## config.mk

```make
export PLATFORM = sky130hd
export DESIGN_NAME = icache_axil_refill
export DESIGN_NICKNAME = d
export VERILOG_FILES = /design/src/icache_pkg.sv /design/src/icache_axil_refill.sv
export SDC_FILE = /design/constraint.sdc
export NUM_CORES = 1
export LEC_CHECK = 0
export BUFFER_PORTS_ARGS = -buffer_cell sky130_fd_sc_hd__buf_2
export CAP_MARGIN = 20
export CORE_MARGIN = 2
export CORE_UTILIZATION = 44
export CTS_BUF_LIST = sky130_fd_sc_hd__clkbuf_4 sky130_fd_sc_hd__clkbuf_8 sky130_fd_sc_hd__clkbuf_16
export CTS_CLUSTER_DIAMETER = 80
export DETAILED_ROUTE_END_ITERATION = 16
export PLACE_DENSITY = 0.83
export REMOVE_ABC_BUFFERS = 1
export SETUP_SLACK_MARGIN = 0.2
export SYNTH_ARGS = -nofsm -noshare
export SYNTH_HDL_FRONTEND = slang
export SYNTH_SLANG_ARGS = --single-unit
```

## constraint.sdc

```tcl
create_clock -name clk -period 4.71 [get_ports clk]
set_input_delay 0.942 -clock clk [delete_from_list [all_inputs] [get_ports clk]]
set_output_delay 0.942 -clock clk [all_outputs]
set_load 0.05 [all_outputs]
```

## src/icache_pkg.sv

```systemverilog
package icache_pkg;

    // line and word geometry
    localparam int LINE_W      = 64;
    localparam int INST_W      = 32;
    localparam int OFFSET_BITS = 3;

    // one cache line, also the width of an AXI read beat
    typedef logic [LINE_W-1:0] icache_line_t;

    // one fetched instruction
    typedef logic [INST_W-1:0] icache_inst_t;

    // AXI response codes
    typedef logic [1:0] axi_resp_t;

    localparam axi_resp_t RESP_OKAY   = 2'b00;
    localparam axi_resp_t RESP_SLVERR = 2'b10;

    // instruction access, secure, unprivileged
    localparam logic [2:0] ARPROT_INST = 3'b100;

    // controller states
    typedef enum logic [1:0] {
        IDLE,
        LOOKUP,
        REFILL,
        RESPOND
    } icache_state_e;

endpackage

```

## src/icache_axil_refill.sv

```systemverilog
`timescale 1ns/1ps

module icache_axil_refill #(
    parameter int ADDR_W = 32
) (
    input  logic                     clk,
    input  logic                     rst,

    // controller side
    input  logic                     i_refill_req,
    input  logic [ADDR_W-1:0]        i_refill_addr,
    output logic                     o_refill_done,
    output icache_pkg::icache_line_t o_refill_data,
    output logic                     o_refill_err,

    // AXI4-Lite read channels
    output logic [ADDR_W-1:0]        o_araddr,
    output logic                     o_arvalid,
    output logic [2:0]               o_arprot,
    input  logic                     i_arready,
    input  logic                     i_rvalid,
    input  icache_pkg::icache_line_t i_rdata,
    input  icache_pkg::axi_resp_t    i_rresp,
    output logic                     o_rready
);

    import icache_pkg::*;

    // idle plus address, data and done phases
    typedef enum logic [1:0] {
        PH_IDLE,
        PH_ADDR,
        PH_DATA,
        PH_DONE
    } phase_e;

    phase_e phase;

    always_ff @(posedge clk or negedge rst) begin
        if (!rst) begin
            phase <= PH_IDLE;
        end else begin
            case (phase)
                PH_IDLE: if (i_refill_req) phase <= PH_ADDR;
                PH_ADDR: if (i_arready)    phase <= PH_DATA;
                PH_DATA: if (i_rvalid)     phase <= PH_DONE;
                default:                   phase <= PH_IDLE;
            endcase
        end
    end

    // address held stable for the whole AR phase
    always_ff @(posedge clk) begin
        if ((phase == PH_IDLE) && i_refill_req) begin
            o_araddr <= i_refill_addr;
        end
        if ((phase == PH_DATA) && i_rvalid) begin
            o_refill_data <= i_rdata;
            o_refill_err  <= (i_rresp != RESP_OKAY);
        end
    end

    assign o_arvalid     = (phase == PH_ADDR);
    assign o_rready      = (phase == PH_DATA);
    assign o_refill_done = (phase == PH_DONE);
    assign o_arprot      = ARPROT_INST;

endmodule

```

==> flow_metrics.env <==
export IMPL_status="completed"
export IMPL_postCtsHoldBufs=0
export IMPL_wirelength_mm=6.80
export IMPL_start_kind="flip-flop"
export IMPL_yosysSeqAreaShare_pct=94.6
export IMPL_overflow=0
export IMPL_worstReg2RegEnd="o_refill_data[28]$_DFFE_PP_"
export IMPL_syn_inst=121
export IMPL_start_util_pct=45.9
export IMPL_die_h_um=88.4
export IMPL_antenna_found_initial=0
export IMPL_clk_latency_ns=0.34
export IMPL_grt_pass1_wl_mm=9.07
export IMPL_maxCapViolCount=0
export IMPL_hp_class="input port to async pin"
export IMPL_peakVddDrop_uv=221
export IMPL_r2r_slack_ns=2.70
export IMPL_tightest_slew_ns=0.706
export IMPL_end_kind="primary output"
export IMPL_finalMaxSlewViolations=0
export IMPL_rsz0062_at_grt="false"
export IMPL_dieArea_sq_um=7810
export IMPL_finalNetCount=442
export IMPL_cts_resized=0
export IMPL_p_total_w=0.00260
export IMPL_leakage_nw=1.92
export IMPL_synth_cell_type_count=13
export IMPL_worstSetupPathType="flip-flop to primary output"
export IMPL_yosysWarnings=0
export IMPL_n_antenna_cell=0
export IMPL_p_per_area_nw_per_um2=583
export IMPL_avgSynthCellArea_sq_um=25.9
export IMPL_gp_congestion=0.827
export IMPL_fin_area_sq_um=4470
export IMPL_die_width_um=88.4
export IMPL_drt_wirelength_per_cell_um=15.7
export IMPL_vias=1892
export IMPL_fmax_mhz=434
export IMPL_syn_to_final_growth_pct=42.6
export IMPL_ys_ff_latch=99
export IMPL_dr_pass1_iters=4
export IMPL_numCtsBuffers=9
export IMPL_r2r_worst_path_cells=5
export IMPL_hold_viol=0
export IMPL_placed_cell_area_sq_um=4250
export IMPL_clock_skew_ns=0.00670
export IMPL_slew_headroom_pct=52.9
export IMPL_netlist_area_sq_um=3130
export IMPL_cts_tree="yes"
export IMPL_grt_max_degree=51
export IMPL_setup_viol=0
export IMPL_cts_setup_buffers=0
export IMPL_r2r_start="phase[0]$_DFFE_PN0P_"
export IMPL_clock_sinks=99
export IMPL_core_sq_um=6830
export IMPL_tns_ns=0
export IMPL_htree_levels=3
export IMPL_dpl_hpwl_mm=5.44
export IMPL_drive_gt1_share_pct=65.7
export IMPL_cts_path_max_buffers=2
export IMPL_grt_pass1_vias=1879
export IMPL_viasPerCell=4.36
export IMPL_ios=206
export IMPL_final_min_clock_period_ns=2.31
export IMPL_drc=0
export IMPL_cp_max_fo=4
export IMPL_root_buffer="clkbuf_8"
export IMPL_rows=30
export IMPL_worst_endpoint_required_ns=3.77
export IMPL_ant_nets=0
export IMPL_drt_iter0_markers=99
export IMPL_crit_arrival_ns=1.36
export IMPL_grt_usage_pct=16.5
export IMPL_fin_crit_sh_pct=49.0
export IMPL_numPortBuffers=202
export IMPL_clkTransAtPathRegs_ns=0.09
## per-stage QoR
step	util [%]	hold WS [ns]	setup slack, ns	cells
after detailed placement	62.3	0.588	2.11	418
after CTS	65.1	0.343	2.37	433
after global placement	62.3	0.554	2.14	418
after floorplan	-	0.536	1.65	119
final	65.4	0.369	2.40	434
after global routing	65.4	0.338	2.31	434
## cell type report
type,instances,area [sq um]
flip-flops and latches,99,2960
multi-input cells,15,134
clock buffers,10,131
inverters,5,18.8
repair buffers,204,1040
clock inverters,5,62.6
fillers,512,2360
well taps,96,120
## worst max-delay path, stage by stage (launching register included)
cell     delay, ns
dfrtp_1       0.42
inv_1         0.11
ha_1          0.21
buf_2         0.28
## kinds of logic after synthesis
group / synth area share (%)
AOI/OAI and AO/OA: 0.559
adders and majority gates: 2.00
buffers and inverters: 1.32
DFF: 94.6
muxes: 0.679
other: 0.240
and+or+nand+nor: 0.639
## cells in the mapped netlist, drive strengths merged
| master | number | area (sq um) |
|---|---|---|
| inv | 5 | 18.8 |
| and2 | 2 | 13.8 |
| edfxtp | 97 | 2910 |
| or2 | 1 | 6.26 |
| ha | 5 | 62.6 |
| buf | 3 | 22.5 |
| conb | 2 | 7.51 |
| dfrtp | 2 | 50.1 |
| mux2i | 1 | 10.0 |
| mux2 | 1 | 11.3 |
| a222oi | 1 | 10.0 |
| o21bai | 1 | 7.51 |
## layout by cell type, fill, tap and decap left out
cell type and instances:
edfxtp_1 97, conb_1 3, bufinv_16 1, o21bai_1 1
ha_1 5, clkbuf_4 1, clkinvlp_4 2, inv_6 1
inv_1 5, buf_4 1, clkbuf_8 9, mux2_1 1
mux2i_1 1, dfrtp_1 2, buf_2 202, clkinv_4 1
or2_2 1, buf_12 1, a222oi_1 1, and2_2 2
## how the worst max path moves through the flow
stage / from / to / slack [ns] / cells past startpoint
2_1_floorplan: phase[0]$_DFFE_PN0P_ / o_refill_data[0]$_DFFE_PP_ / 1.65 / 3
5_1_grt: phase[0]$_DFFE_PN0P_ / o_rready / 2.31 / 3
3_3_place_gp: i_rvalid / o_refill_data[48]$_DFFE_PP_ / 2.14 / 3
3_5_place_dp: i_rvalid / o_refill_data[57]$_DFFE_PP_ / 2.11 / 3
6_report: phase[0]$_DFFE_PN0P_ / o_rready / 2.40 / 3
4_1_cts: phase[0]$_DFFE_PN0P_ / o_rready / 2.37 / 3
## state kept, by name (all words and copies together), names as in the netlist
signal         count
o_refill_data     64
o_araddr          32
phase              2
o_refill_err       1
## report_power, final
part | switching [W] | total (W) | internal [W]
clock network | 0.000268 | 0.000519 | 0.000251
logic | 0.000709 | 0.000878 | 0.000170
registers | 0.0000396 | 0.00121 | 0.00117
total | 0.00102 | 0.00260 | 0.00159
## per-layer routing
| layer | routed length, um | global-route usage (%) | vias to the layer above | part of all wire, % |
|---|---|---|---|---|
| li1 | - | - | 884 | - |
| met1 | 2280 | 16.4 | 866 | 34 |
| met2 | 3560 | 28.8 | 123 | 52 |
| met3 | 765 | 7.28 | 19 | 11 |
| met4 | 191 | 8.82 | 0 | 2.8 |
| met5 | 0 | 0 | - | 0 |
Power figures use the tool's default switching activity.
