## src/icache_way_ram.sv

```systemverilog
`timescale 1ns/1ps

module icache_way_ram #(
    parameter type T        = logic,
    parameter int  SET_BITS = 6
) (
    input  logic                clk,
    input  logic [SET_BITS-1:0] i_addr,
    input  logic                i_we,
    input  T                    i_wdata,
    output T                    o_rdata
);

    localparam int DEPTH = 2 ** SET_BITS;

    // one entry per set
    T mem [DEPTH];

    // registered read port, index sampled on the clock edge
    always_ff @(posedge clk) begin
        if (i_we) begin
            mem[i_addr] <= i_wdata;
            // written value shows up on the output right away
            o_rdata     <= i_wdata;
        end else begin
            o_rdata     <= mem[i_addr];
        end
    end

endmodule

```

## config.mk

```make
export PLATFORM = sky130hd
export DESIGN_NAME = icache_way_ram
export DESIGN_NICKNAME = d
export VERILOG_FILES = /design/src/icache_way_ram.sv
export SDC_FILE = /design/constraint.sdc
export NUM_CORES = 1
export LEC_CHECK = 0
export BUFFER_PORTS_ARGS = -buffer_cell sky130_fd_sc_hd__buf_2
export CORE_MARGIN = 10
export CORE_UTILIZATION = 45
export DETAILED_ROUTE_END_ITERATION = 12
export GPL_TIMING_DRIVEN = 0
export PLACE_DENSITY = 0.66
export SLEW_MARGIN = 20
export SYNTH_ARGS = -nofsm -noshare
export SYNTH_HDL_FRONTEND = slang
export SYNTH_SLANG_ARGS = --single-unit
```

## constraint.sdc

```tcl
create_clock -name clk -period 4.3 [get_ports clk]
set_input_delay 0 -clock clk [delete_from_list [all_inputs] [get_ports clk]]
set_output_delay 0 -clock clk [all_outputs]
set_load 0.05 [all_outputs]
```

==> flow_summary.yaml, run 1 <==
finish:
  largest_reg_flops: 64
  final_area_mm2: 0.00344
  fin_nets: 244
  top_register: "mem"
  drive_gt1_frac: 0.150
  biggestRegsByFlops: "mem: 64 flops"
  n_antenna_cell: 0
  syn2layout_area_growth_pct: 14.1
  fillers: 552
synthesis:
  synth_flop_cell: "edfxtp_1"
  synth_fa_ha_area_frac: 0
  syn_avg_cell_area_um2: 14.4
  synth_area_mm2: 0.00301
  synth_top_area_frac: 0.638
  yosysMostFrequentCell: "nor2_1"
  synth_top_family_by_area: "simple AND/OR/NAND/NOR gates"
  syn-instance-count: 209
  muxShareOfSynthArea: 0.136
  synth_edf_count: 64
  yosys-top-cells-area: "edfxtp_1, nor2_1, mux4_2"
  synth_compound_area_frac: 0.0154
  syn_nets: 218
  ys_async_sr_fraction: 0
  ys_ff_latch: 70
  synth-simple-area-share: 0.154
  synth_top_area_cell: "edfxtp_1"
  yosysUniqueCellTypes: 25
  synthTopCellsByCount: "nor2_1, edfxtp_1, clkbuf_1, mux4_2, nand3_1"
  ys_warn_count: 0
  yosysSeqAreaShare: 0.677
  synth_xor_area_frac: 0
floorplanning:
  start_util: 0.469
  die_y_um: 102
  dieWidth_um: 102
  core_area_mm2: 0.00642
  rows: 29
  num_io_pins: 10
  die_area_mm2: 0.0104
placed_design:
  dpl.hpwl_mm: 3.82
  gp_congestion: 0.730
  place_area_mm2: 0.00316
  port_buffers: 9
  place_ws_ps: 2000
setup_path:
  critPathCaptureType: "output port"
  start_kind: "flop"
  path_class: "flop to output port"
  cp_max_fo: 10
  cp_data_required_time_ps: 4300
  arrival_ps: 2620
sta:
  rsz0062_at_grt: "false"
  fin_crit_ps: 2620
  tightest_slew_ps: 989
  fin_tns_setup_ps: 0
  fmax_mhz: 382
  slew_viol_final: 0
  finalCritPeriodShare: 0.608
  slew_headroom: 0.341
  setup_viol: 0
  timing.final.ws_setup_ps: 1680
  hold_slack_ps: 218
  hold_violations: 0
clock_network:
  holdBufCountCts: 6
  cts_buffer_depth: 2
  htree_num_levels: 3
  cts-root-buf: "clkbuf_8"
  postCtsSetupBuffers: 0
  clk_pin_slew_ps: 70
  cts_tree: "yes"
  cts_buffers: 9
  cts_resized: 0
  cts_sinks: 70
route:
  first_pass_iters: 5
  remaining_drc_errors: 0
  vias: 1780
  avgRoutedWirePerCell_um: 19.0
  viasPerCell: 5.62
  ant_nets: 0
  routed_wl_mm: 6.02
  dr.first_iter.drc_count: 74
power:
  power.leakage_nw: 1.09
  powerDensity_mw_per_mm2: 416
  vdd_drop_max_mv: 0.166
grt:
  grt_pass1_vias: 1884
  grt_use_total: 0.128
  grt_max_degree: 65
  grt_pass1_wl_mm: 9.85
  antenna_found_initial: 0
  grt_remaining_overflow: 0
run:
  drv_cap: 0
status:
  outcome: "complete, no violations"
min_path:
  min_path_type: "input pin to flop"
## cells by family after synthesis
family,after synthesis
AO/OA/AOI/OAI,6
buffers and inverters,12
flip-flops,70
multiplexers,17
AND/OR/NAND/NOR,104
## metrics by stage
stage	utilization	total power, mW	cells
6_report	0.536	1.43	317
4_1_cts	0.536	1.44	317
5_1_grt	0.536	1.48	317
3_3_place_gp	0.491	0.852	295
2_1_floorplan	-	0.821	209
3_5_place_dp	0.491	0.854	295
## placed cells by master (no fill, tap or decap), types with 6 or more instances in the layout
cell type,instances
clkbuf_1,11
dfxtp_1,6
edfxtp_1,64
nor2_1,67
nand2_1,7
mux4_2,10
mux4_1,7
nand3_1,9
clkbuf_8,11
dlygate4sd3_1,6
buf_2,10
## final cells by class
cell class	count	area, µm²	share of cell area
clock buffer	12	155	0.0451
tap	77	96.3	0.0280
clock inverter	4	68.8	0.0200
multi-input combinational	127	918	0.267
sequential	70	2040	0.594
buffer	12	53.8	0.0156
timing repair buffer	15	105	0.0306
## routing by layer
metal	wire, µm	up-vias	GRT usage
met2	3060	28	0.212
met1	2690	903	0.156
met4	105	0	0.0651
li1	-	839	-
met3	159	10	0.0243
met5	0	-	0
## where the power goes
| group | internal (mW) | switching [mW] |
|---|---|---|
| Clock | 0.356 | 0.231 |
| Combinational | 0.0343 | 0.0554 |
| Sequential | 0.749 | 0.00371 |
## critical path: stages, from the launching register on
cell,delay [ps]
dfxtp_1,310
clkbuf_1,350
clkbuf_1,490
mux4_2,390
a21boi_0,180
nand4_1,90
a32o_1,270
buf_2,210
## final timing paths
kind / startpoint / slack (ps) / cells after the start / to
worst max-delay path: flop / 1680 / 7 / o_rdata
worst min-delay path: i_we / 220 / 3 / mem[35]
(Power assumes the default switching activity.)
==> run 2, diff against run 1 <==
==> constraint.sdc (replaced) <==
create_clock -name clk -period 2.6 [get_ports clk]
set_input_delay 0 -clock clk [delete_from_list [all_inputs] [get_ports clk]]
set_output_delay 0 -clock clk [all_outputs]
set_load 0.05 [all_outputs]
==> flow_summary.yaml, run 2 (synthesized netlist as in run 1, its figures left out) <==
power:
  vdd_drop_max_mv: 0.275
  powerDensity_mw_per_mm2: 686
  power.leakage_nw: 1.09
floorplanning:
  rows: 29
  dieWidth_um: 102
  die_y_um: 102
  core_area_mm2: 0.00642
  die_area_mm2: 0.0104
  start_util: 0.469
  num_io_pins: 10
grt:
  grt_pass1_vias: 1884
  grt_pass1_wl_mm: 9.85
  grt_remaining_overflow: 0
  grt_max_degree: 65
  antenna_found_initial: 0
  grt_use_total: 0.128
sta:
  slew_headroom: 0.334
  hold_slack_ps: 215
  fin_crit_ps: 2510
  finalCritPeriodShare: 0.967
  fin_tns_setup_ps: 0
  setup_viol: 0
  hold_violations: 0
  fmax_mhz: 398
  timing.final.ws_setup_ps: 86.9
  tightest_slew_ps: 999
  rsz0062_at_grt: "false"
  slew_viol_final: 0
route:
  viasPerCell: 5.64
  ant_nets: 0
  avgRoutedWirePerCell_um: 19.3
  first_pass_iters: 4
  vias: 1781
  dr.first_iter.drc_count: 108
  remaining_drc_errors: 0
  routed_wl_mm: 6.09
clock_network:
  cts-root-buf: "clkbuf_8"
  cts_sinks: 70
  cts_buffer_depth: 2
  cts_buffers: 9
  postCtsSetupBuffers: 0
  cts_tree: "yes"
  htree_num_levels: 3
  clk_pin_slew_ps: 70
setup_path:
  start_kind: "flop"
  critPathCapture: "o_rdata"
  path_class: "flop to output port"
  cp_max_fo: 10
  arrival_ps: 2510
  cp_data_required_time_ps: 2600
  critPathCaptureType: "output port"
finish:
  drive_gt1_frac: 0.159
  syn2layout_area_growth_pct: 14.4
  top_register: "mem"
  final_cell_mix: "nor2_1, edfxtp_1, clkbuf_8"
  fin_nets: 243
  final_common_cell: "nor2_1"
  biggestRegsByFlops: "mem: 64 flops"
  largest_reg_flops: 64
  n_antenna_cell: 0
placed_design:
  port_buffers: 9
  dpl.hpwl_mm: 3.82
  gp_congestion: 0.730
  place_ws_ps: 295
min_path:
  min_path_type: "input pin to flop"
status:
  outcome: "complete, no violations"
run:
  drv_cap: 0
==> run 2: repair_timing <==
| item | CTS | global route |
|---|---|---|
| endpoints found under the hold margin | 6 | 0 |
| resized for setup | 2 | 5 |
| pin swaps | 0 | 0 |
| hold buffers | 6 | 0 |
| endpoints found under the setup margin | 1 | 1 |
==> run 2: final cells by class <==
type | instances | area, µm²
Buffer | 11 | 57.6
Multi-Input combinational cell | 127 | 918
Sequential cell | 70 | 2050
Tap cell | 77 | 96.3
Timing Repair Buffer | 15 | 108
Clock inverter | 4 | 68.8
Fill cell | 552 | 2970
Clock buffer | 12 | 155
==> run 2: how the worst min path moves through the flow <==
stage          startpoint  endpoint  slack [ps]  cells past startpoint
5_1_grt              i_we   mem[33]         240                      3
4_1_cts              i_we   mem[35]         200                      3
3_5_place_dp    i_addr[0]      flop         120                      1
2_1_floorplan   i_addr[0]      flop          30                      0
3_3_place_gp    i_addr[0]      flop         110                      1
6_report             i_we   mem[37]         220                      3
==> run 2: power breakdown <==
group	leakage [nW]	switching [mW]	total [mW]	internal, mW
clock network	0.114	0.382	0.970	0.589
logic	0.352	0.0898	0.148	0.0586
registers	0.627	0.00852	1.25	1.24
total	1.09	0.480	2.37	1.89
==> run 2: layer usage <==
| layer | vias to the layer above | track usage | wire [µm] |
|---|---|---|---|
| met3 | 10 | 0.0243 | 174 |
| met1 | 894 | 0.156 | 2760 |
| li1 | 839 | - | - |
| met5 | - | 0 | 0 |
| met2 | 38 | 0.212 | 3060 |
| met4 | 0 | 0.0651 | 100 |
==> run 2: worst max-delay path, cell delays in order (launching register included) <==
cell and delay (ps):
dfxtp_4 380, buf_8 140, mux4_2 510, mux4_2 530
or2_0 220, a32o_1 200, clkbuf_4 210
==> run 2: metrics by stage <==
step | utilization | power [mW] | cells | cell area [µm²]
6_report | 0.537 | 2.37 | 316 | 3450
5_1_grt | 0.537 | 2.44 | 316 | 3450
4_1_cts | 0.536 | 2.38 | 317 | 3440
3_5_place_dp | 0.491 | 1.41 | 295 | 3160
3_3_place_gp | 0.491 | 1.41 | 295 | 3160
2_1_floorplan | - | 1.36 | 209 | 3010
