`src/icache_pkg.sv`:
```
package icache_pkg;

    // line and word geometry
    localparam int LINE_W      = 64;
    localparam int INST_W      = 32;
    localparam int OFFSET_BITS = 3;

    // one cache line, also the width of an AXI read beat
    typedef logic [LINE_W-1:0] icache_line_t;

    // one fetched instruction
    typedef logic [INST_W-1:0] icache_inst_t;

    // AXI response codes
    typedef logic [1:0] axi_resp_t;

    localparam axi_resp_t RESP_OKAY   = 2'b00;
    localparam axi_resp_t RESP_SLVERR = 2'b10;

    // instruction access, secure, unprivileged
    localparam logic [2:0] ARPROT_INST = 3'b100;

    // controller states
    typedef enum logic [1:0] {
        IDLE,
        LOOKUP,
        REFILL,
        RESPOND
    } icache_state_e;

endpackage

```
`src/icache_ctrl.sv`:
```
`timescale 1ns/1ps

module icache_ctrl #(
    parameter int  ADDR_W   = 32,
    parameter int  SET_BITS = 6,
    localparam int TAG_W    = ADDR_W - SET_BITS - icache_pkg::OFFSET_BITS
) (
    input  logic                      clk,
    input  logic                      rst,

    // fetch port
    input  logic                      i_fetch_req,
    input  logic [ADDR_W-1:0]         i_fetch_addr,
    input  logic                      i_flush,
    output logic                      o_fetch_ready,
    output logic                      o_fetch_valid,
    output icache_pkg::icache_inst_t  o_fetch_data,
    output logic                      o_fetch_err,

    // refill master
    output logic                      o_refill_req,
    output logic [ADDR_W-1:0]         o_refill_addr,
    input  logic                      i_refill_done,
    input  icache_pkg::icache_line_t  i_refill_data,
    input  logic                      i_refill_err,

    // way RAMs
    output logic [SET_BITS-1:0]       o_ram_index,
    output logic [1:0]                o_tag_we,
    output logic [TAG_W-1:0]          o_tag_wdata,
    input  logic [TAG_W-1:0]          i_tag_rdata0,
    input  logic [TAG_W-1:0]          i_tag_rdata1,
    output logic [1:0]                o_data_we,
    output icache_pkg::icache_line_t  o_data_wdata,
    input  icache_pkg::icache_line_t  i_data_rdata0,
    input  icache_pkg::icache_line_t  i_data_rdata1
);

    import icache_pkg::*;

    localparam int NSETS = 2 ** SET_BITS;

    icache_state_e state;
    icache_state_e state_nxt;

    // latched request
    logic [ADDR_W-1:0]   addr_q;
    logic [SET_BITS-1:0] idx;
    logic [TAG_W-1:0]    tag;
    logic                word_sel;

    // high in the second LOOKUP cycle, RAM outputs are valid then
    logic lookup_rd;

    // per-set state
    logic [NSETS-1:0] valid0;
    logic [NSETS-1:0] valid1;
    // points at the least recently used way
    logic [NSETS-1:0] lru;

    logic         hit0;
    logic         hit1;
    logic         hit;
    icache_line_t hit_line;
    logic         victim;
    logic         victim_q;
    logic         compare;
    logic         fill_ok;

    // upper word at address bit 2 set
    function automatic icache_inst_t pick_word(icache_line_t line, logic upper);
        icache_inst_t w;
        w = upper ? line[LINE_W-1:INST_W] : line[INST_W-1:0];
        return w;
    endfunction

    assign idx      = addr_q[OFFSET_BITS +: SET_BITS];
    assign tag      = addr_q[ADDR_W-1 -: TAG_W];
    assign word_sel = addr_q[2];

    // tag compare, each way qualified by its own valid bit
    assign hit0     = valid0[idx] && (i_tag_rdata0 == tag);
    assign hit1     = valid1[idx] && (i_tag_rdata1 == tag);
    assign hit      = hit0 || hit1;
    assign hit_line = hit0 ? i_data_rdata0 : i_data_rdata1;

    // invalid way first, else the LRU way
    assign victim = !valid0[idx] ? 1'b0 :
                    !valid1[idx] ? 1'b1 :
                    lru[idx];

    assign compare = (state == LOOKUP) && lookup_rd;
    assign fill_ok = (state == REFILL) && i_refill_done && !i_refill_err;

    assign o_fetch_ready = (state == IDLE);
    assign o_fetch_valid = (state == RESPOND);

    assign o_refill_req  = (state == REFILL);
    assign o_refill_addr = {addr_q[ADDR_W-1:OFFSET_BITS], {OFFSET_BITS{1'b0}}};

    assign o_ram_index  = idx;
    assign o_tag_wdata  = tag;
    assign o_data_wdata = i_refill_data;
    assign o_tag_we     = fill_ok ? (victim_q ? 2'b10 : 2'b01) : 2'b00;
    assign o_data_we    = o_tag_we;

    always_comb begin
        state_nxt = state;
        case (state)
            IDLE: begin
                if (i_fetch_req && !i_flush) begin
                    state_nxt = LOOKUP;
                end
            end
            LOOKUP: begin
                if (lookup_rd) begin
                    state_nxt = hit ? RESPOND : REFILL;
                end
            end
            REFILL: begin
                if (i_refill_done) begin
                    state_nxt = RESPOND;
                end
            end
            RESPOND: begin
                state_nxt = IDLE;
            end
            default: begin
                state_nxt = IDLE;
            end
        endcase
    end

    always_ff @(posedge clk or negedge rst) begin
        if (!rst) begin
            state     <= IDLE;
            lookup_rd <= 1'b0;
        end else begin
            state     <= state_nxt;
            lookup_rd <= (state == LOOKUP) && !lookup_rd;
        end
    end

    // valid and LRU bits
    // a flush wins over a request in the same cycle, the request waits
    always_ff @(posedge clk or negedge rst) begin
        if (!rst) begin
            valid0 <= '0;
            valid1 <= '0;
            lru    <= '0;
        end else if ((state == IDLE) && i_flush) begin
            valid0 <= '0;
            valid1 <= '0;
            lru    <= '0;
        end else if (compare && hit) begin
            // other way becomes LRU
            lru[idx] <= hit0;
        end else if (fill_ok) begin
            if (victim_q) begin
                valid1[idx] <= 1'b1;
            end else begin
                valid0[idx] <= 1'b1;
            end
            lru[idx] <= ~victim_q;
        end
    end

    // request address, victim and response payload
    always_ff @(posedge clk) begin
        if ((state == IDLE) && i_fetch_req && !i_flush) begin
            addr_q <= i_fetch_addr;
        end
        if (compare) begin
            victim_q <= victim;
        end
        if (compare && hit) begin
            o_fetch_data <= pick_word(hit_line, word_sel);
            o_fetch_err  <= 1'b0;
        end else if ((state == REFILL) && i_refill_done) begin
            // on error the data still goes out, flagged
            o_fetch_data <= pick_word(i_refill_data, word_sel);
            o_fetch_err  <= i_refill_err;
        end
    end

endmodule

```
`config.mk`:
```
export PLATFORM = sky130hd
export DESIGN_NAME = icache_ctrl
export DESIGN_NICKNAME = d
export VERILOG_FILES = /design/src/icache_pkg.sv /design/src/icache_ctrl.sv
export SDC_FILE = /design/constraint.sdc
export NUM_CORES = 1
export LEC_CHECK = 0
export BUFFER_PORTS_ARGS = -buffer_cell sky130_fd_sc_hd__buf_2
export CAP_MARGIN = 20
export CELL_PAD_IN_SITES_DETAIL_PLACEMENT = 1
export CELL_PAD_IN_SITES_GLOBAL_PLACEMENT = 1
export CORE_UTILIZATION = 44
export CTS_BUF_LIST = sky130_fd_sc_hd__clkbuf_4
export CTS_CLUSTER_DIAMETER = 40
export DETAILED_ROUTE_END_ITERATION = 6
export GPL_TIMING_DRIVEN = 0
export PLACE_DENSITY = 0.95
export SLEW_MARGIN = 5
export SYNTH_ARGS = -nofsm -noshare
export SYNTH_HDL_FRONTEND = slang
export SYNTH_SLANG_ARGS = --single-unit
```
`constraint.sdc`:
```
create_clock -name clk -period 13.6 [get_ports clk]
set_input_delay 2.72 -clock clk [delete_from_list [all_inputs] [get_ports clk]]
set_output_delay 2.72 -clock clk [all_outputs]
set_load 0.02 [all_outputs]
```
==> impl_metrics.yaml <==
finish:
  final_common_cell: "buf_2"
  layout.nets: 2296
  utilization: 0.565
  final_cell_mix: "buf_2, dfrtp_1, nand2_1, buf_4, clkbuf_4"
  area_delta_synth_final_pct: 25.9
  drive_gt1_frac: 0.394
power_and_ir_drop:
  power_switching_mw: 0.927
  power.leakage_nw: 8.42
  clkPwrFrac: 0.327
  p_int_mw: 1.50
  switching_share: 0.382
  combPwrFrac: 0.298
  peakVddDrop_mv: 0.0932
  p_seq_frac: 0.375
  p_per_area_nw_per_um2: 128
yosys:
  synth.area.top_cells: "dfrtp_1, edfxtp_1, mux2i_1"
  ys_async_sr_fraction: 0.753
  synth_top_area_frac: 0.323
  synth-edff-count: 63
  synth_area_per_cell_sq_um: 10.1
  ys.flop_type: "dfrtp_1"
  synth.distinct_cells: 75
  ys_seq_elements: 259
  seq_area_frac_synth: 0.450
  syn-cell-area_sq_um: 15100
  yosysWarningCount: 0
  yosysTopAreaCell: "dfrtp_1"
  syn_inst: 1496
clocking:
  cts.sinks: 259
  cts_tree: "done"
  clock_latency_ps: 770
  numCtsBuffers: 76
  cts_resized: 0
  root_buffer: "clkbuf_4"
  htreeDepth: 3
  clk_pin_slew_ps: 60
  cts_buffer_depth: 3
  cts_hold_buf: 0
  post-cts-setup-buffer-count: 0
worst_setup_path:
  reg2reg_to: "valid0[0]"
  crit_path_end_kind: "output port"
  crit_fanout: 6
  worstPathArrival_ps: 4230
  r2r_start: "addr_q[5]"
  worstPathCellList: "buf_2 > nand2_1 > nor3b_2 > buf_4 > buf_2"
  worst_ep_required_time_ps: 10880
  path_common_cell: "buf_2"
  cp_slowest_cell: "nor3b_2"
  max_stage_delay_ps: 790
  ff2ff_path_depth: 11
  path_class: "in2out"
  startpoint_type: "input port"
  path_buf_inv: 3
  cpLargestDelayFamily: "simple AND/OR/NAND/NOR gates"
  r2r_slack_ps: 8900
placed_design:
  place.gp.congestion: 0.967
  dp_hpwl_um: 53500
  port_buffers: 435
sta:
  relSlewSlack: 0.237
  fmax_ghz: 0.144
  tns_ps: 0
  finClkSkew_ps: 69.8
  hold_viol_final: 0
  worstMarginPinSlew_ps: 1140
  min_period_ps: 6950
  final-max-slew-violation-count: 0
  setup-violations-final: 0
  rsz0062_at_grt: "false"
  period_share: 0.511
global_routing:
  grt_pass1_wl_um: 105000
  grt_use_total: 0.404
  grt-ovfl-total: 0
  grt_max_degree: 112
  grt_pass1_vias: 16602
  antenna_found_initial: 16
route:
  num_vias: 15739
  wire_per_inst_um: 28.7
  route.detailed.drc: 0
  drtPass1Iterations: 6
  drt_wl_total_um: 72600
  detail-route-antenna-nets: 0
  dr.first_iter.drc_count: 1877
  avgViaCountPerCell: 6.22
hold_path:
  hp-start: "lookup_rd"
  hold_path_class: "reg2reg"
  whs_path_depth: 1
  holdPathEnd: "lookup_rd"
floorplanning:
  core_sq_um: 33600
  ios: 441
  chipWidth_um: 187
  start_util: 0.449
  die_h_um: 187
  num_rows: 67
  dieArea_sq_um: 35000
job:
  cap_violations: 0
run_status:
  status: "completed"
==> cell usage after synthesis (3+ instances only) <==
library cell  count
xor2_1           30
nor2b_1           6
a22o_1            5
mux2i_1         109
mux2_2           36
buf_4           134
nand4_1          11
and3_1            5
edfxtp_1         63
nor3b_1           3
and2_1            6
xnor2_1          16
ha_1              4
o221ai_1          4
buf_1             4
mux4_2            3
and3b_1           6
clkbuf_1         68
a21oi_1          76
buf_6            15
o22ai_1          11
nand2_1         193
a2bb2oi_1         3
and4_1            3
nand3_1           6
inv_1            15
buf_2            28
a31oi_1          13
a22oi_1          40
o22a_1            3
o21ai_0         103
a221oi_1          8
nor2_1           10
nor4_1            7
o21ai_2           7
nor4b_1           3
o21ai_1          60
nor3_1            6
dfrtp_1         195
o41ai_1          64
nand2b_1          7
o31ai_1          64
==> routing by layer <==
metal / track usage / vias to the layer above / share of wire / wire length, um
li1: - / 6521 / - / -
met1: 0.475 / 7785 / 0.35 / 25600
met2: 0.628 / 1117 / 0.46 / 33100
met3: 0.109 / 310 / 0.11 / 7760
met4: 0.312 / 6 / 0.084 / 6070
met5: 0 / - / 0.00056 / 41
==> cells by family after synthesis <==
family,after synthesis,share of synthesized area
compound gates,482,0.212
buf+inv,264,0.109
xor+xnor,46,0.0267
simple gates,290,0.0933
flops,259,0.450
mux,150,0.106
fa+ha+maj,4,0.00332
other cells,1,0.000249
==> through the flow <==
step | hold slack [ps] | instances | worst slack, ps | total power [mW] | instance area [sq um]
global placement | 428 | 2381 | 4730 | 1.57 | 17800
global route | 475 | 2529 | 6680 | 2.48 | 19000
detailed placement | 433 | 2386 | 6610 | 1.61 | 18000
floorplan | 414 | 1498 | 6860 | 1.31 | 15100
CTS | 442 | 2523 | 6600 | 2.39 | 19000
finish | 441 | 2530 | 6650 | 2.42 | 19000
==> area by class of cell <==
cell class / count / area [sq um]
Buffer: 249 / 1590
Inverter: 15 / 56.3
Timing Repair Buffer: 440 / 2280
Sequential cell: 259 / 6790
Antenna cell: 7 / 17.5
Clock inverter: 18 / 106
Fill cell: 3916 / 14600
Tap cell: 448 / 561
Clock buffer: 119 / 893
Multi-Input combinational cell: 975 / 6700
==> how the worst max path moves through the flow <==
stage                     startpoint               end  slack, ps  cells past startpoint
floorplan            i_tag_rdata0[1]   o_fetch_data[0]       6860                      7
finish                 i_refill_done       o_tag_we[1]       6650                      5
detailed placement     i_refill_done       o_tag_we[0]       6610                      5
global placement    i_tag_rdata0[13]  o_fetch_data[18]       4730                      8
global route           i_refill_done       o_tag_we[1]       6680                      5
CTS                    i_refill_done       o_tag_we[0]       6600                      5
==> sequential cells by signal (all words and copies together) (netlist names) <==
name and count:
victim_q 1, addr_q 30, valid1 64, state 2, o_fetch_err 1, o_fetch_data 32, lru 64, valid0 64
lookup_rd 1
==> power by group through the flow <==
stage	clock [mW]	sequential (mW)	combinational, mW
after floorplan	0	0.913	0.399
after global placement	0	0.918	0.650
after detailed placement	0	0.918	0.692
after CTS	0.791	0.904	0.699
after global routing	0.823	0.909	0.750
final	0.793	0.909	0.722
(Power assumes the default switching activity.)
